### src/common/adc_macros.svh
// ADC slice widths
`ifndef ADC_MACROS_SVH
`define ADC_MACROS_SVH

// output code width, the TDC chain has 2**ADC_NADC-1 stages
`define ADC_NADC 8

// binary trim code width of each V2T
`define ADC_NCTL_V2T 5

// binary code width of the coarse DCDL
`define ADC_NCTL_TDC 5

// the TDC word is counted in groups of this many bits
`define ADC_GROUP_W 16
`define ADC_NGROUP 16

// ones count of one group, 0 to 16
`define ADC_PSUM_W 5

`endif
### src/common/adc_pkg.sv
// ADC slice types
`include "adc_macros.svh"

package adc_pkg;

    // one bit per TDC delay stage
    typedef logic [(2 ** `ADC_NADC) - 2:0] tdc_word_t;
    typedef logic [`ADC_NADC - 1:0] adc_code_t;

    typedef logic [`ADC_NCTL_V2T - 1:0] v2t_ctl_t;
    typedef logic [(2 ** `ADC_NCTL_V2T) - 2:0] v2t_thm_t;
    typedef logic [`ADC_NCTL_TDC - 1:0] dcdl_ctl_t;
    typedef logic [(2 ** `ADC_NCTL_TDC) - 2:0] dcdl_thm_t;

    typedef logic [`ADC_PSUM_W - 1:0] psum_t;

    typedef struct packed {
        tdc_word_t word;
        logic      sign;  // PFD decision for the same conversion
    } tdc_sample_t;

    typedef struct packed {
        psum_t [`ADC_NGROUP - 1:0] sums;
        logic                      sign;
    } psum_bundle_t;

    typedef struct packed {
        v2t_ctl_t  v2t_n;
        v2t_ctl_t  v2t_p;
        dcdl_ctl_t dcdl;
    } trim_bin_t;

    typedef struct packed {
        v2t_thm_t  v2t_n;
        v2t_thm_t  v2t_p;
        dcdl_thm_t dcdl;
    } trim_thm_t;

endpackage

### src/design/adc_slice_digital.sv
// ADC slice digital back end
`timescale 1ns/1ns

module adc_slice_digital (
    input  logic                 clk_adder,
    input  logic                 rstb,
    input  adc_pkg::tdc_sample_t sample,
    input  adc_pkg::trim_bin_t   trim,
    input  logic                 en_tdc_phase_reverse,
    output adc_pkg::trim_thm_t   trim_thm,
    output logic                 clk_tdc_phase_reverse,
    output adc_pkg::adc_code_t   adder_out,
    output logic                 sign_out
);

    // execute to result bundle, one sample per cycle
    adc_pkg::psum_bundle_t psum;

    // trim controls for V2T and DCDL, plus the TDC reverse clock
    adc_ctrl_decode u_ctrl_decode (
        .clk_adder             (clk_adder),
        .rstb                  (rstb),
        .trim                  (trim),
        .en_tdc_phase_reverse  (en_tdc_phase_reverse),
        .trim_thm              (trim_thm),
        .clk_tdc_phase_reverse (clk_tdc_phase_reverse)
    );

    tdc_partial_sum u_partial_sum (
        .clk_adder (clk_adder),
        .rstb      (rstb),
        .sample    (sample),
        .psum      (psum)
    );

    // second pipeline stage, code leaves two cycles after the sample
    adder_final_sum u_final_sum (
        .clk_adder (clk_adder),
        .rstb      (rstb),
        .psum      (psum),
        .adder_out (adder_out),
        .sign_out  (sign_out)
    );

endmodule

### src/wallace_adder/adder_final_sum.sv
// TDC ones count, final stage
`timescale 1ns/1ns
`include "adc_macros.svh"

module adder_final_sum (
    input  logic                  clk_adder,
    input  logic                  rstb,
    input  adc_pkg::psum_bundle_t psum,
    output adc_pkg::adc_code_t    adder_out,
    output logic                  sign_out
);

    logic [`ADC_PSUM_W:0]     lvl1 [`ADC_NGROUP / 2];  // up to 32
    logic [`ADC_PSUM_W + 1:0] lvl2 [`ADC_NGROUP / 4];  // up to 64
    logic [`ADC_PSUM_W + 2:0] lvl3 [`ADC_NGROUP / 8];  // up to 128
    adc_pkg::adc_code_t       code_d;

    // balanced tree, one bit of growth per level
    always_comb begin
        for (int i = 0; i < `ADC_NGROUP / 2; i++) begin
            lvl1[i] = {1'b0, psum.sums[2 * i]} + {1'b0, psum.sums[2 * i + 1]};
        end
        for (int i = 0; i < `ADC_NGROUP / 4; i++) begin
            lvl2[i] = {1'b0, lvl1[2 * i]} + {1'b0, lvl1[2 * i + 1]};
        end
        for (int i = 0; i < `ADC_NGROUP / 8; i++) begin
            lvl3[i] = {1'b0, lvl2[2 * i]} + {1'b0, lvl2[2 * i + 1]};
        end
        // the full word holds at most 255 ones so the last add cannot overflow
        code_d = lvl3[0] + lvl3[1];
    end

    always_ff @(posedge clk_adder or negedge rstb) begin
        if (!rstb) begin
            adder_out <= '0;
            sign_out  <= 1'b0;
        end else begin
            adder_out <= code_d;
            sign_out  <= psum.sign;
        end
    end

endmodule

### src/wallace_adder/tdc_partial_sum.sv
// TDC ones count, first stage
`timescale 1ns/1ns
`include "adc_macros.svh"

module tdc_partial_sum (
    input  logic                  clk_adder,
    input  logic                  rstb,
    input  adc_pkg::tdc_sample_t  sample,
    output adc_pkg::psum_bundle_t psum
);

    logic [`ADC_GROUP_W * `ADC_NGROUP - 1:0] word_padded;
    adc_pkg::psum_bundle_t                    psum_d;

    // compressor tree over one 16 bit group, half adders then a 2, 3 and 4 bit layer
    function automatic adc_pkg::psum_t count_group(input logic [`ADC_GROUP_W - 1:0] bits);
        logic [1:0] lvl1 [`ADC_GROUP_W / 2];
        logic [2:0] lvl2 [`ADC_GROUP_W / 4];
        logic [3:0] lvl3 [`ADC_GROUP_W / 8];
        for (int i = 0; i < `ADC_GROUP_W / 2; i++) begin
            lvl1[i] = {1'b0, bits[2 * i]} + {1'b0, bits[2 * i + 1]};
        end
        for (int i = 0; i < `ADC_GROUP_W / 4; i++) begin
            lvl2[i] = {1'b0, lvl1[2 * i]} + {1'b0, lvl1[2 * i + 1]};
        end
        for (int i = 0; i < `ADC_GROUP_W / 8; i++) begin
            lvl3[i] = {1'b0, lvl2[2 * i]} + {1'b0, lvl2[2 * i + 1]};
        end
        return {1'b0, lvl3[0]} + {1'b0, lvl3[1]};
    endfunction

    // the chain has 255 stages so the top group gets one zero
    assign word_padded = {1'b0, sample.word};

    always_comb begin
        psum_d.sign = sample.sign;
        for (int g = 0; g < `ADC_NGROUP; g++) begin
            psum_d.sums[g] = count_group(word_padded[g * `ADC_GROUP_W +: `ADC_GROUP_W]);
        end
    end

    always_ff @(posedge clk_adder or negedge rstb) begin
        if (!rstb) begin
            psum <= '0;
        end else begin
            psum <= psum_d;  // sign rides with its own sums
        end
    end

endmodule

### src/design/adc_ctrl_decode.sv
// ADC trim decode
`timescale 1ns/1ns

module adc_ctrl_decode (
    input  logic                clk_adder,
    input  logic                rstb,
    input  adc_pkg::trim_bin_t  trim,
    input  logic                en_tdc_phase_reverse,
    output adc_pkg::trim_thm_t  trim_thm,
    output logic                clk_tdc_phase_reverse
);

    adc_pkg::trim_thm_t trim_thm_d;
    logic               en_phase_reverse_sampled;

    // bit i of the result is set when i is below the code
    function automatic adc_pkg::v2t_thm_t bin2thm(input adc_pkg::v2t_ctl_t code);
        adc_pkg::v2t_thm_t thm;
        for (int i = 0; i < $bits(adc_pkg::v2t_thm_t); i++) begin
            thm[i] = (i < int'(code));
        end
        return thm;
    endfunction

    // the DCDL code has the same widths as the V2T trim
    always_comb begin
        trim_thm_d.v2t_n = bin2thm(trim.v2t_n);
        trim_thm_d.v2t_p = bin2thm(trim.v2t_p);
        trim_thm_d.dcdl  = adc_pkg::dcdl_thm_t'(bin2thm(adc_pkg::v2t_ctl_t'(trim.dcdl)));
    end

    // registered so the analog loads see glitch free controls
    always_ff @(posedge clk_adder or negedge rstb) begin
        if (!rstb) begin
            trim_thm <= '0;
        end else begin
            trim_thm <= trim_thm_d;
        end
    end

    // two flops so the reverse clock only moves on a clk_adder edge
    always_ff @(posedge clk_adder or negedge rstb) begin
        if (!rstb) begin
            en_phase_reverse_sampled <= 1'b0;
            clk_tdc_phase_reverse    <= 1'b0;
        end else begin
            en_phase_reverse_sampled <= en_tdc_phase_reverse;
            clk_tdc_phase_reverse    <= en_phase_reverse_sampled;
        end
    end

endmodule

### config.mk
export PLATFORM = sky130hd
export DESIGN_NAME = adc_slice_digital
export DESIGN_NICKNAME = d
export VERILOG_FILES = /design/src/common/adc_pkg.sv /design/src/design/adc_slice_digital.sv /design/src/wallace_adder/adder_final_sum.sv /design/src/wallace_adder/tdc_partial_sum.sv /design/src/design/adc_ctrl_decode.sv
export VERILOG_INCLUDE_DIRS = /design/src /design/src/common
export SDC_FILE = /design/constraint.sdc
export NUM_CORES = 1
export LEC_CHECK = 0
export BUFFER_PORTS_ARGS = -buffer_cell sky130_fd_sc_hd__buf_2
export CAP_MARGIN = 40
export CORE_MARGIN = 1
export CORE_UTILIZATION = 44
export CTS_BUF_LIST = sky130_fd_sc_hd__clkbuf_8
export DETAILED_ROUTE_END_ITERATION = 16
export GPL_ROUTABILITY_DRIVEN = 0
export GPL_TIMING_DRIVEN = 0
export HOLD_SLACK_MARGIN = 0.12
export PLACE_DENSITY = 0.7
export RECOVER_POWER = 100
export SLEW_MARGIN = 0
export SYNTH_ARGS = -nofsm -noshare
export SYNTH_HDL_FRONTEND = slang
export SYNTH_SLANG_ARGS = --single-unit
### constraint.sdc
create_clock -name clk_adder -period 10.7 [get_ports clk_adder]
set_input_delay 0.535 -clock clk_adder [delete_from_list [all_inputs] [get_ports clk_adder]]
set_output_delay 0.535 -clock clk_adder [all_outputs]
set_load 0.02 [all_outputs]
======== Word-level counts from Yosys, hierarchy flattened ========
Cells that the tools add are included.
word-level totals
  register bits after elaboration ......... 185
  input bits .............................. 274
  output and inout port bits .............. 103
  word-level logic and storage cells ...... 371
cells by class
  $add $sub $neg .......................... 254
  magnitude comparators ................... 93
operator list
  cell                number
  $add 1x1->2         127
  $lt 5x5->1 const A  45
  $add 2x2->3         63
  $add 3x3->4         32
  $lt 4x5->1 const A  24
  $add 4x4->5         16
  $lt 3x5->1 const A  12
  $add 5x5->6         8
  $lt 1x5->1 const A  6
  $lt 2x5->1 const A  6
  $add 6x6->7         4
  $add 7x7->8         2
  $add 8x8->8         1
  $add 2x1->3         1

======== Longest topological paths before layout ========
Gate-level depths: netlist of the first run.
  depth after elaboration ................. 4
  mapped depth ............................ 19

======== Cells and area by module ========
A second synthesis of the first run with hierarchy kept.
second synthesis, totals
  cell total of the unflattened synthesis .. 1,277
  area total of the unflattened synthesis .. 13,878.3 sq um
modules (own cells, without submodules)
  module           times used  cells each  area each (sq um)  sequential area each (sq um)
  tdc_partial_sum  1           803         8,376.8            2,001.9
  adc_ctrl_decode  1           256         3,218.1            2,377.3
  adder_final_sum  1           218         2,283.4            225.2

======== Least setup slack after synthesis of the first run ========
OpenSTA, ideal clock, no wires.
  path type ............................... register to register
  start point ............................. register, netlist name u_partial_sum.psum[33]
  end point ............................... register u_final_sum.adder_out[6]
  arrival ................................. 4,501 ps
  path slack .............................. 6,077 ps
  stages on the path, launching flop included .. 18
  path buffers ............................ 0
  clock period less this slack ............ 4,623 ps
  cell sequence ........................... dfrtp_1 -> fa_1 -> inv_1 -> fa_1 -> inv_1 -> fa_1 -> fa_1 -> fa_1 -> inv_1 -> fa_1 -> inv_1 -> ha_1 -> inv_1 -> fa_1 -> inv_1 -> a21o_1 -> a21oi_1 -> xnor2_1
on the way
  longest elaborated chain between the ends .. 4
ends and longest elaborated chain
  what                       line                   RTL
  $add 5x5->6                adder_final_sum.sv:21  lvl1[i] = {1'b0, psum.sums[2 * i]} + {1'b0, psum.sums[2 * i + 1]};
  $add 6x6->7                adder_final_sum.sv:24  lvl2[i] = {1'b0, lvl1[2 * i]} + {1'b0, lvl1[2 * i + 1]};
  $add 7x7->8                adder_final_sum.sv:27  lvl3[i] = {1'b0, lvl2[2 * i]} + {1'b0, lvl2[2 * i + 1]};
  $add 8x8->8                adder_final_sum.sv:30  code_d = lvl3[0] + lvl3[1];
  via u_final_sum.code_d[6]  adder_final_sum.sv:16  adc_pkg::adc_code_t code_d;
  end signal: assignment     adder_final_sum.sv:38  adder_out <= code_d;
  end: declaration           adder_final_sum.sv:9   output adc_pkg::adc_code_t adder_out,
The timed path passes the listed nets, and every way through them passes these cells.

======== Final worst setup path of the first run ========
  start point ............................. register, netlist name u_partial_sum.psum[4]
  end point ............................... register u_final_sum.adder_out[7]
on the way
  longest elaborated chain between the ends .. 4
ends and longest elaborated chain
  what                       line
  $add 5x5->6                adder_final_sum.sv:21
  $add 6x6->7                adder_final_sum.sv:24
  $add 7x7->8                adder_final_sum.sv:27
  $add 8x8->8                adder_final_sum.sv:30
  via u_final_sum.code_d[7]  adder_final_sum.sv:16
The timed path passes the listed nets, and every way through them passes these cells.

==> metrics.yaml, run 1 <==
run_status:
  status: "complete, but fails checks"
  violations: "capacitance limit, slew limit"
worst_setup_path:
  arrival_ps: 5290
  path_common_cell: "fa_1"
  r2r_slack_ps: 5800
  critical_path_class: "flop to flop"
  critPathCaptureType: "flop"
  crit_buf_inv: 4
  cpMaxStageDelayCell: "fa_1"
  cp_cell_sequence: "inv_1 > fa_1 > inv_1 > fa_1 > fa_1 > fa_1 > fa_1 > inv_1 > fa_1 > inv_1 > ha_1 > a211oi_1 > o21bai_1 > a21oi_2 > xnor2_1"
  cp_max_fo: 2
  worst_setup_path_start_kind: "flop"
  worst-endpoint-required_ps: 11090
  r2r_cells: 15
  timing.rr.start: "u_partial_sum.psum[4]"
  max_stage_delay_ps: 580
  worstReg2RegEnd: "u_final_sum.adder_out[7]"
  critical-path-top-delay-family: "adder cells"
sta:
  slew_headroom_pct: -158
  setup_viol: 0
  period_share_pct: 45.8
  period_minus_slack_ps: 4900
  fmax_ghz: 0.204
  tns_ps: 0
  hold_violations: 0
  grt_setup_unrepaired: "no"
  clock_skew_ps: 11.1
  worst_pin_slew_ps: 3870
  drv_slew: 71
global_route:
  antenna_found_initial: 1
  grt_pass1_vias: 9451
  grt_max_degree: 115
  grt_use_total_pct: 18.0
  overflow: 0
  grt_pass1_wl_um: 43600
floorplan:
  core-area_sq_mm: 0.0297
  num_rows: 63
  die_x_um: 176
  io_pins: 377
  initial_core_util_pct: 44.8
  die_h_um: 176
  dieArea_sq_mm: 0.0310
synth:
  syn_nets: 1736
  netlist_top_cells_area: "dfrtp_1 35%, fa_1 34%, inv_1 11%"
  ys_warn_count: 0
  synth_area_leader_cell: "dfrtp_1"
  synth_top_area_share_pct: 34.6
  synth.distinct_cells: 32
  post-synth-top-count-cell: "inv_1"
  synthCells: 1143
  synth_ff_type: "dfrtp_1"
  ys_seq_area_share_pct: 34.6
  netlist_area_sq_mm: 0.0133
  syn_area_per_cell_sq_um: 11.7
  netlist_top_cells_count: "407 x inv_1, 225 x fa_1, 184 x dfrtp_1, 94 x ha_1, 35 x xnor2_1"
  synth_seq_cells: 184
  synthArstFlopShare_pct: 100
  synth-edff-count: 0
detailed_routing:
  drt_pass1_iterations: 4
  vias_per_cell: 4.39
  dr_total_vias: 8514
  drc: 0
  wl_per_cell_um: 13.3
  antenna_left: 0
  drtIter0Drc: 292
  drt_wl_total_um: 25700
placed_design:
  dp_cells: 1906
  port-buffer-count: 372
  hpwl_um: 22400
finish:
  synthToLayoutAreaGrowth_pct: 19.9
  drive_above_1_share_pct: 18.7
  fin_nets: 2129
  final_cells: 1939
clock_network:
  cts_tree: "built"
  cts_resized: 0
  cts.sinks: 184
  clockBufferDepth: 2
  clk_pin_slew_ps: 100
  clk_root_buffer_cell: "clkbuf_8"
  htreeDepth: 4
  clk_latency_ps: 470
  cts_buffers: 17
hold_path:
  hold_start: "sample[0]"
  holdPathEnd: "u_partial_sum.psum[0]"
  hold_depth: 1
  hp-class: "input port to flop"
run:
  drv_cap: 1
-- per-layer routing --
layer	vias to the layer above	global-route usage (%)	share of wire (%)
li1	4041	-	-
met1	4192	21.6	41
met2	265	33.0	53
met3	16	3.32	5.1
met4	0	4.28	0.95
met5	-	0	0
-- how the worst max path moves through the flow --
stage,startpoint,to,slack (ps),cells after the start
after floorplan,u_partial_sum.psum[33],u_final_sum.adder_out[6],6080,17
after global placement,u_partial_sum.psum[3],u_final_sum.adder_out[6],5870,17
after detailed placement,u_partial_sum.psum[33],u_final_sum.adder_out[6],5850,17
after CTS,u_partial_sum.psum[33],u_final_sum.adder_out[6],5810,17
after global routing,u_partial_sum.psum[4],u_final_sum.adder_out[7],5550,15
final,u_partial_sum.psum[4],u_final_sum.adder_out[7],5800,15
-- registers in the layout, summed over array words and instances (netlist names) --
| signal | cells |
|---|---|
| u_ctrl_decode.clk_tdc_phase_reverse | 1 |
| u_partial_sum.psum | 80 |
| u_final_sum.sign_out | 1 |
| u_ctrl_decode.trim_thm | 93 |
| u_final_sum.adder_out | 8 |
| u_ctrl_decode.en_phase_reverse_sampled | 1 |
-- cells in the final DEF (no fill, tap or decap), drive strengths merged, types with 18 or more instances in the layout --
| cell type | n |
|---|---|
| clkbuf | 149 |
| a21o | 22 |
| nor2b | 19 |
| xnor2 | 35 |
| nor2 | 24 |
| buf | 253 |
| a21oi | 21 |
| inv | 413 |
| nand2 | 24 |
| ha | 94 |
| fa | 225 |
| o21a | 18 |
| dfrtp | 184 |
-- layout make-up --
cell class              count  area [sq um]
clock inverters            14           194
multi-input cells         540          7120
plain buffers              12          57.6
diodes                      1          2.50
well taps                 390           488
repair buffers            374          1740
flip-flops and latches    184          4600
fillers                  2691         13700
clock buffers              17           234
inverters                 407          1530
-- through the flow --
stage,util (%),hold WS (ps),cell area (sq um),worst slack (ps)
6_report,53.7,169,16000,5800
5_1_grt,53.7,133,16000,5550
4_1_cts,54.3,133,16200,5810
3_5_place_dp,52.9,346,15700,5850
3_3_place_gp,52.7,332,15700,5870
2_1_floorplan,-,239,13300,6080
-- worst reg2reg max path, delay by kind of cell (launching register included) --
family	cells	cell delay (ps)
flip-flops	1	360
buffers and inverters	4	250
adder cells (fa/ha/maj)	7	3550
XOR/XNOR	1	120
AO/OA/AOI/OAI	3	550
-- kinds of logic (layout without fill, tap and decap cells) --
group           count (synthesis)  count (layout)  share of synthesized area (%)
buf+inv                       419             824                           12.0
fa+ha+maj                     319             319                           42.6
flops                         184             184                           34.6
compound gates                103             103                           5.46
simple gates                   81              81                           2.96
xor+xnor                       37              37                           2.43
other cells                     0               1                              0
-- what timing repair did --
| action | 4_1_cts | 5_1_grt |
|---|---|---|
| hold buffers | 1 | 0 |
| hold endpoints to repair | 70 | 0 |
| buffers inserted | 0 | 0 |
Power of run 1 is not shown: default switching activity piles up to over one toggle a cycle in this logic, so the estimate is an artifact.
==> run 2: changes to the inputs <==
clock period = 4.9 ns   (was 10.7 ns; I/O delays follow)
==> metrics.yaml, run 2 (same netlist as run 1, synthesis figures left out) <==
clock_network:
  cts.sinks: 184  # unchanged
  clockBufferDepth: 2  # unchanged
  cts_tree: "built"
  htreeDepth: 4  # unchanged
  cts_buffers: 17  # unchanged
  clk_pin_slew_ps: 100  # about the same
  clk_latency_ps: 470  # about the same
  clk_root_buffer_cell: "clkbuf_8"
sta:
  setup_viol: 0  # unchanged
  fmax_ghz: 0.212  # +3.8%
  slew_headroom_pct: -150  # +7.4 points
  worst_pin_slew_ps: 3760  # -111 ps
  period_minus_slack_ps: 4720  # -179 ps
  period_share_pct: 96.3  # +51 points
  grt_setup_unrepaired: "no"
  hold_violations: 0  # unchanged
  drv_slew: 72  # +1.4%
  tns_ps: 0  # unchanged
  clock_skew_ps: 9.72  # -1.38 ps
detailed_routing:
  drtIter0Drc: 293  # +0.34%
  wl_per_cell_um: 13.3  # about the same
  vias_per_cell: 4.38  # -0.17%
  drt_wl_total_um: 26300  # +2.2%
  drt_pass1_iterations: 5  # +1
  dr_total_vias: 8679  # +1.9%
  drc: 0  # unchanged
  antenna_left: 0  # unchanged
floorplan:
  io_pins: 377  # unchanged
  die_x_um: 176  # unchanged
  core-area_sq_mm: 0.0297  # unchanged
  initial_core_util_pct: 44.8  # unchanged
  die_h_um: 176  # unchanged
  num_rows: 63  # unchanged
  dieArea_sq_mm: 0.0310  # unchanged
finish:
  fillers: 2661  # -1.1%
  final_common_cell: "inv_1"
  largest_reg_flops: 93  # unchanged
  top_register: "u_ctrl_decode.trim_thm"
  final_cell_mix: "403 x inv_1, 246 x buf_2, 223 x fa_1"
  drive_above_1_share_pct: 18.6  # -0.11 points
  multiInputGateArea_sq_mm: 0.00714  # +0.23%
  synthToLayoutAreaGrowth_pct: 22.9
  top_regs: "u_ctrl_decode.trim_thm: 93 flops, u_partial_sum.psum: 80 flops, u_final_sum.adder_out: 8 flops"
  fin_nets: 2170  # +1.9%
  register_area_sq_mm: 0.00460  # unchanged
worst_setup_path:
  worst_setup_path_start_kind: "flop"
  critPathCaptureType: "flop"
  max_stage_delay_ps: 550  # -30 ps
  crit_buf_inv: 6  # +2
  critical_path_class: "flop to flop"
  critical-path-top-delay-family: "adder cells"
  arrival_ps: 5100  # -190 ps
  path_common_cell: "fa_1"
  cpMaxStageDelayCell: "fa_1"
  worst-endpoint-required_ps: 5280  # -5810 ps
  cp_max_fo: 3  # +1
  cp_cell_sequence: "fa_1 > inv_1 > fa_1 > inv_1 > fa_1 > fa_1 > fa_1 > inv_1 > fa_1 > inv_2 > ha_4 > inv_2 > fa_2 > inv_1 > a21o_1 > a21oi_2 > xnor2_1"
global_route:
  grt_pass1_vias: 9632  # +1.9%
  grt_max_degree: 115  # unchanged
  overflow: 0  # unchanged
  grt_pass1_wl_um: 44300  # +1.6%
  antenna_found_initial: 3  # +2
  grt_use_total_pct: 18.2  # +0.25 points
run_status:
  violations: "capacitance limit, slew limit"
  status: "complete, but fails checks"
placed_design:
  hpwl_um: 22400  # unchanged
  port-buffer-count: 372  # unchanged
hold_path:
  hp-class: "input port to flop"
run:
  drv_cap: 1  # unchanged
## run 2: cell count changes in the layout (fill, tap and decap cells not counted), moves of 2 or more
cell	previous run	this run
buf_2	250	246
nor3_1	0	2
fa_2	0	2
fa_1	225	223
dlygate4sd3_1	1	40
buf_4	2	4
inv_1	408	403
clkbuf_1	132	136
inv_2	0	5
nor3_2	3	1
## run 2: what timing repair did
action / CTS / global route
resized for setup: 0 / 10
hold endpoints to repair: 131 / 0
endpoints found under the setup margin: 0 / 3
buffers inserted: 0 / 2
hold buffers: 40 / 0
## run 2: worst paths after layout
kind                                                        startpoint                                  end  slack [ps]  cells after the start
worst max-delay path                            u_partial_sum.psum[33]             u_final_sum.adder_out[6]         180                     17
worst min-delay path                                          trim[11]           u_ctrl_decode.trim_thm[79]         160                      2
worst max register to register                  u_partial_sum.psum[33]             u_final_sum.adder_out[6]         180                     17
worst min register to register  u_ctrl_decode.en_phase_reverse_sampled  u_ctrl_decode.clk_tdc_phase_reverse         360                      0
max in group asynchronous                                         rstb               u_partial_sum.psum[68]         910                      3
min in group asynchronous                                         rstb           u_ctrl_decode.trim_thm[85]        1600                      2
## run 2: routing by layer
layer | vias up | GRT usage [%] | routed length [um]
met5 | - | 0 | 13
met4 | 2 | 4.46 | 280
met3 | 21 | 3.21 | 1320
met2 | 265 | 33.8 | 14100
met1 | 4268 | 21.7 | 10600
li1 | 4123 | - | -
## run 2: cell type report
type / instances / area share, %
timing repair buffer: 415 / 13.0
multi-input combinational: 540 / 43.6
buffer: 12 / 0.336
tap: 390 / 2.98
clock inverter: 14 / 1.18
clock buffer: 17 / 1.43
inverter: 407 / 9.33
antenna: 1 / 0.0153
sequential: 184 / 28.1
## run 2: worst register-to-register path, cell delays in order, from the launching register on
cell and delay [ps]:
dfrtp_1 400, fa_1 540, inv_1 60, fa_1 510, inv_1 60, fa_1 550, fa_1 440, fa_1 540
inv_1 50, fa_1 440, inv_2 80, ha_4 150, inv_2 40, fa_2 370, inv_1 60, a21o_1 120
a21oi_2 60, xnor2_1 170
## run 2: stage by stage
step           std cells  hold WS, ps  utilization [%]  cell area, sq um  setup slack, ps
2_1_floorplan       1143        -50.6                -             13300              277
3_3_place_gp        1905          332             52.7             15700             71.0
3_5_place_dp        1906          232             52.9             15700             49.4
4_1_cts             1977          122             55.7             16500             12.6
5_1_grt             1979          132             55.1             16400             7.69
6_report            1980          162             55.1             16400              181
Power of run 2 is left out for the same reason.
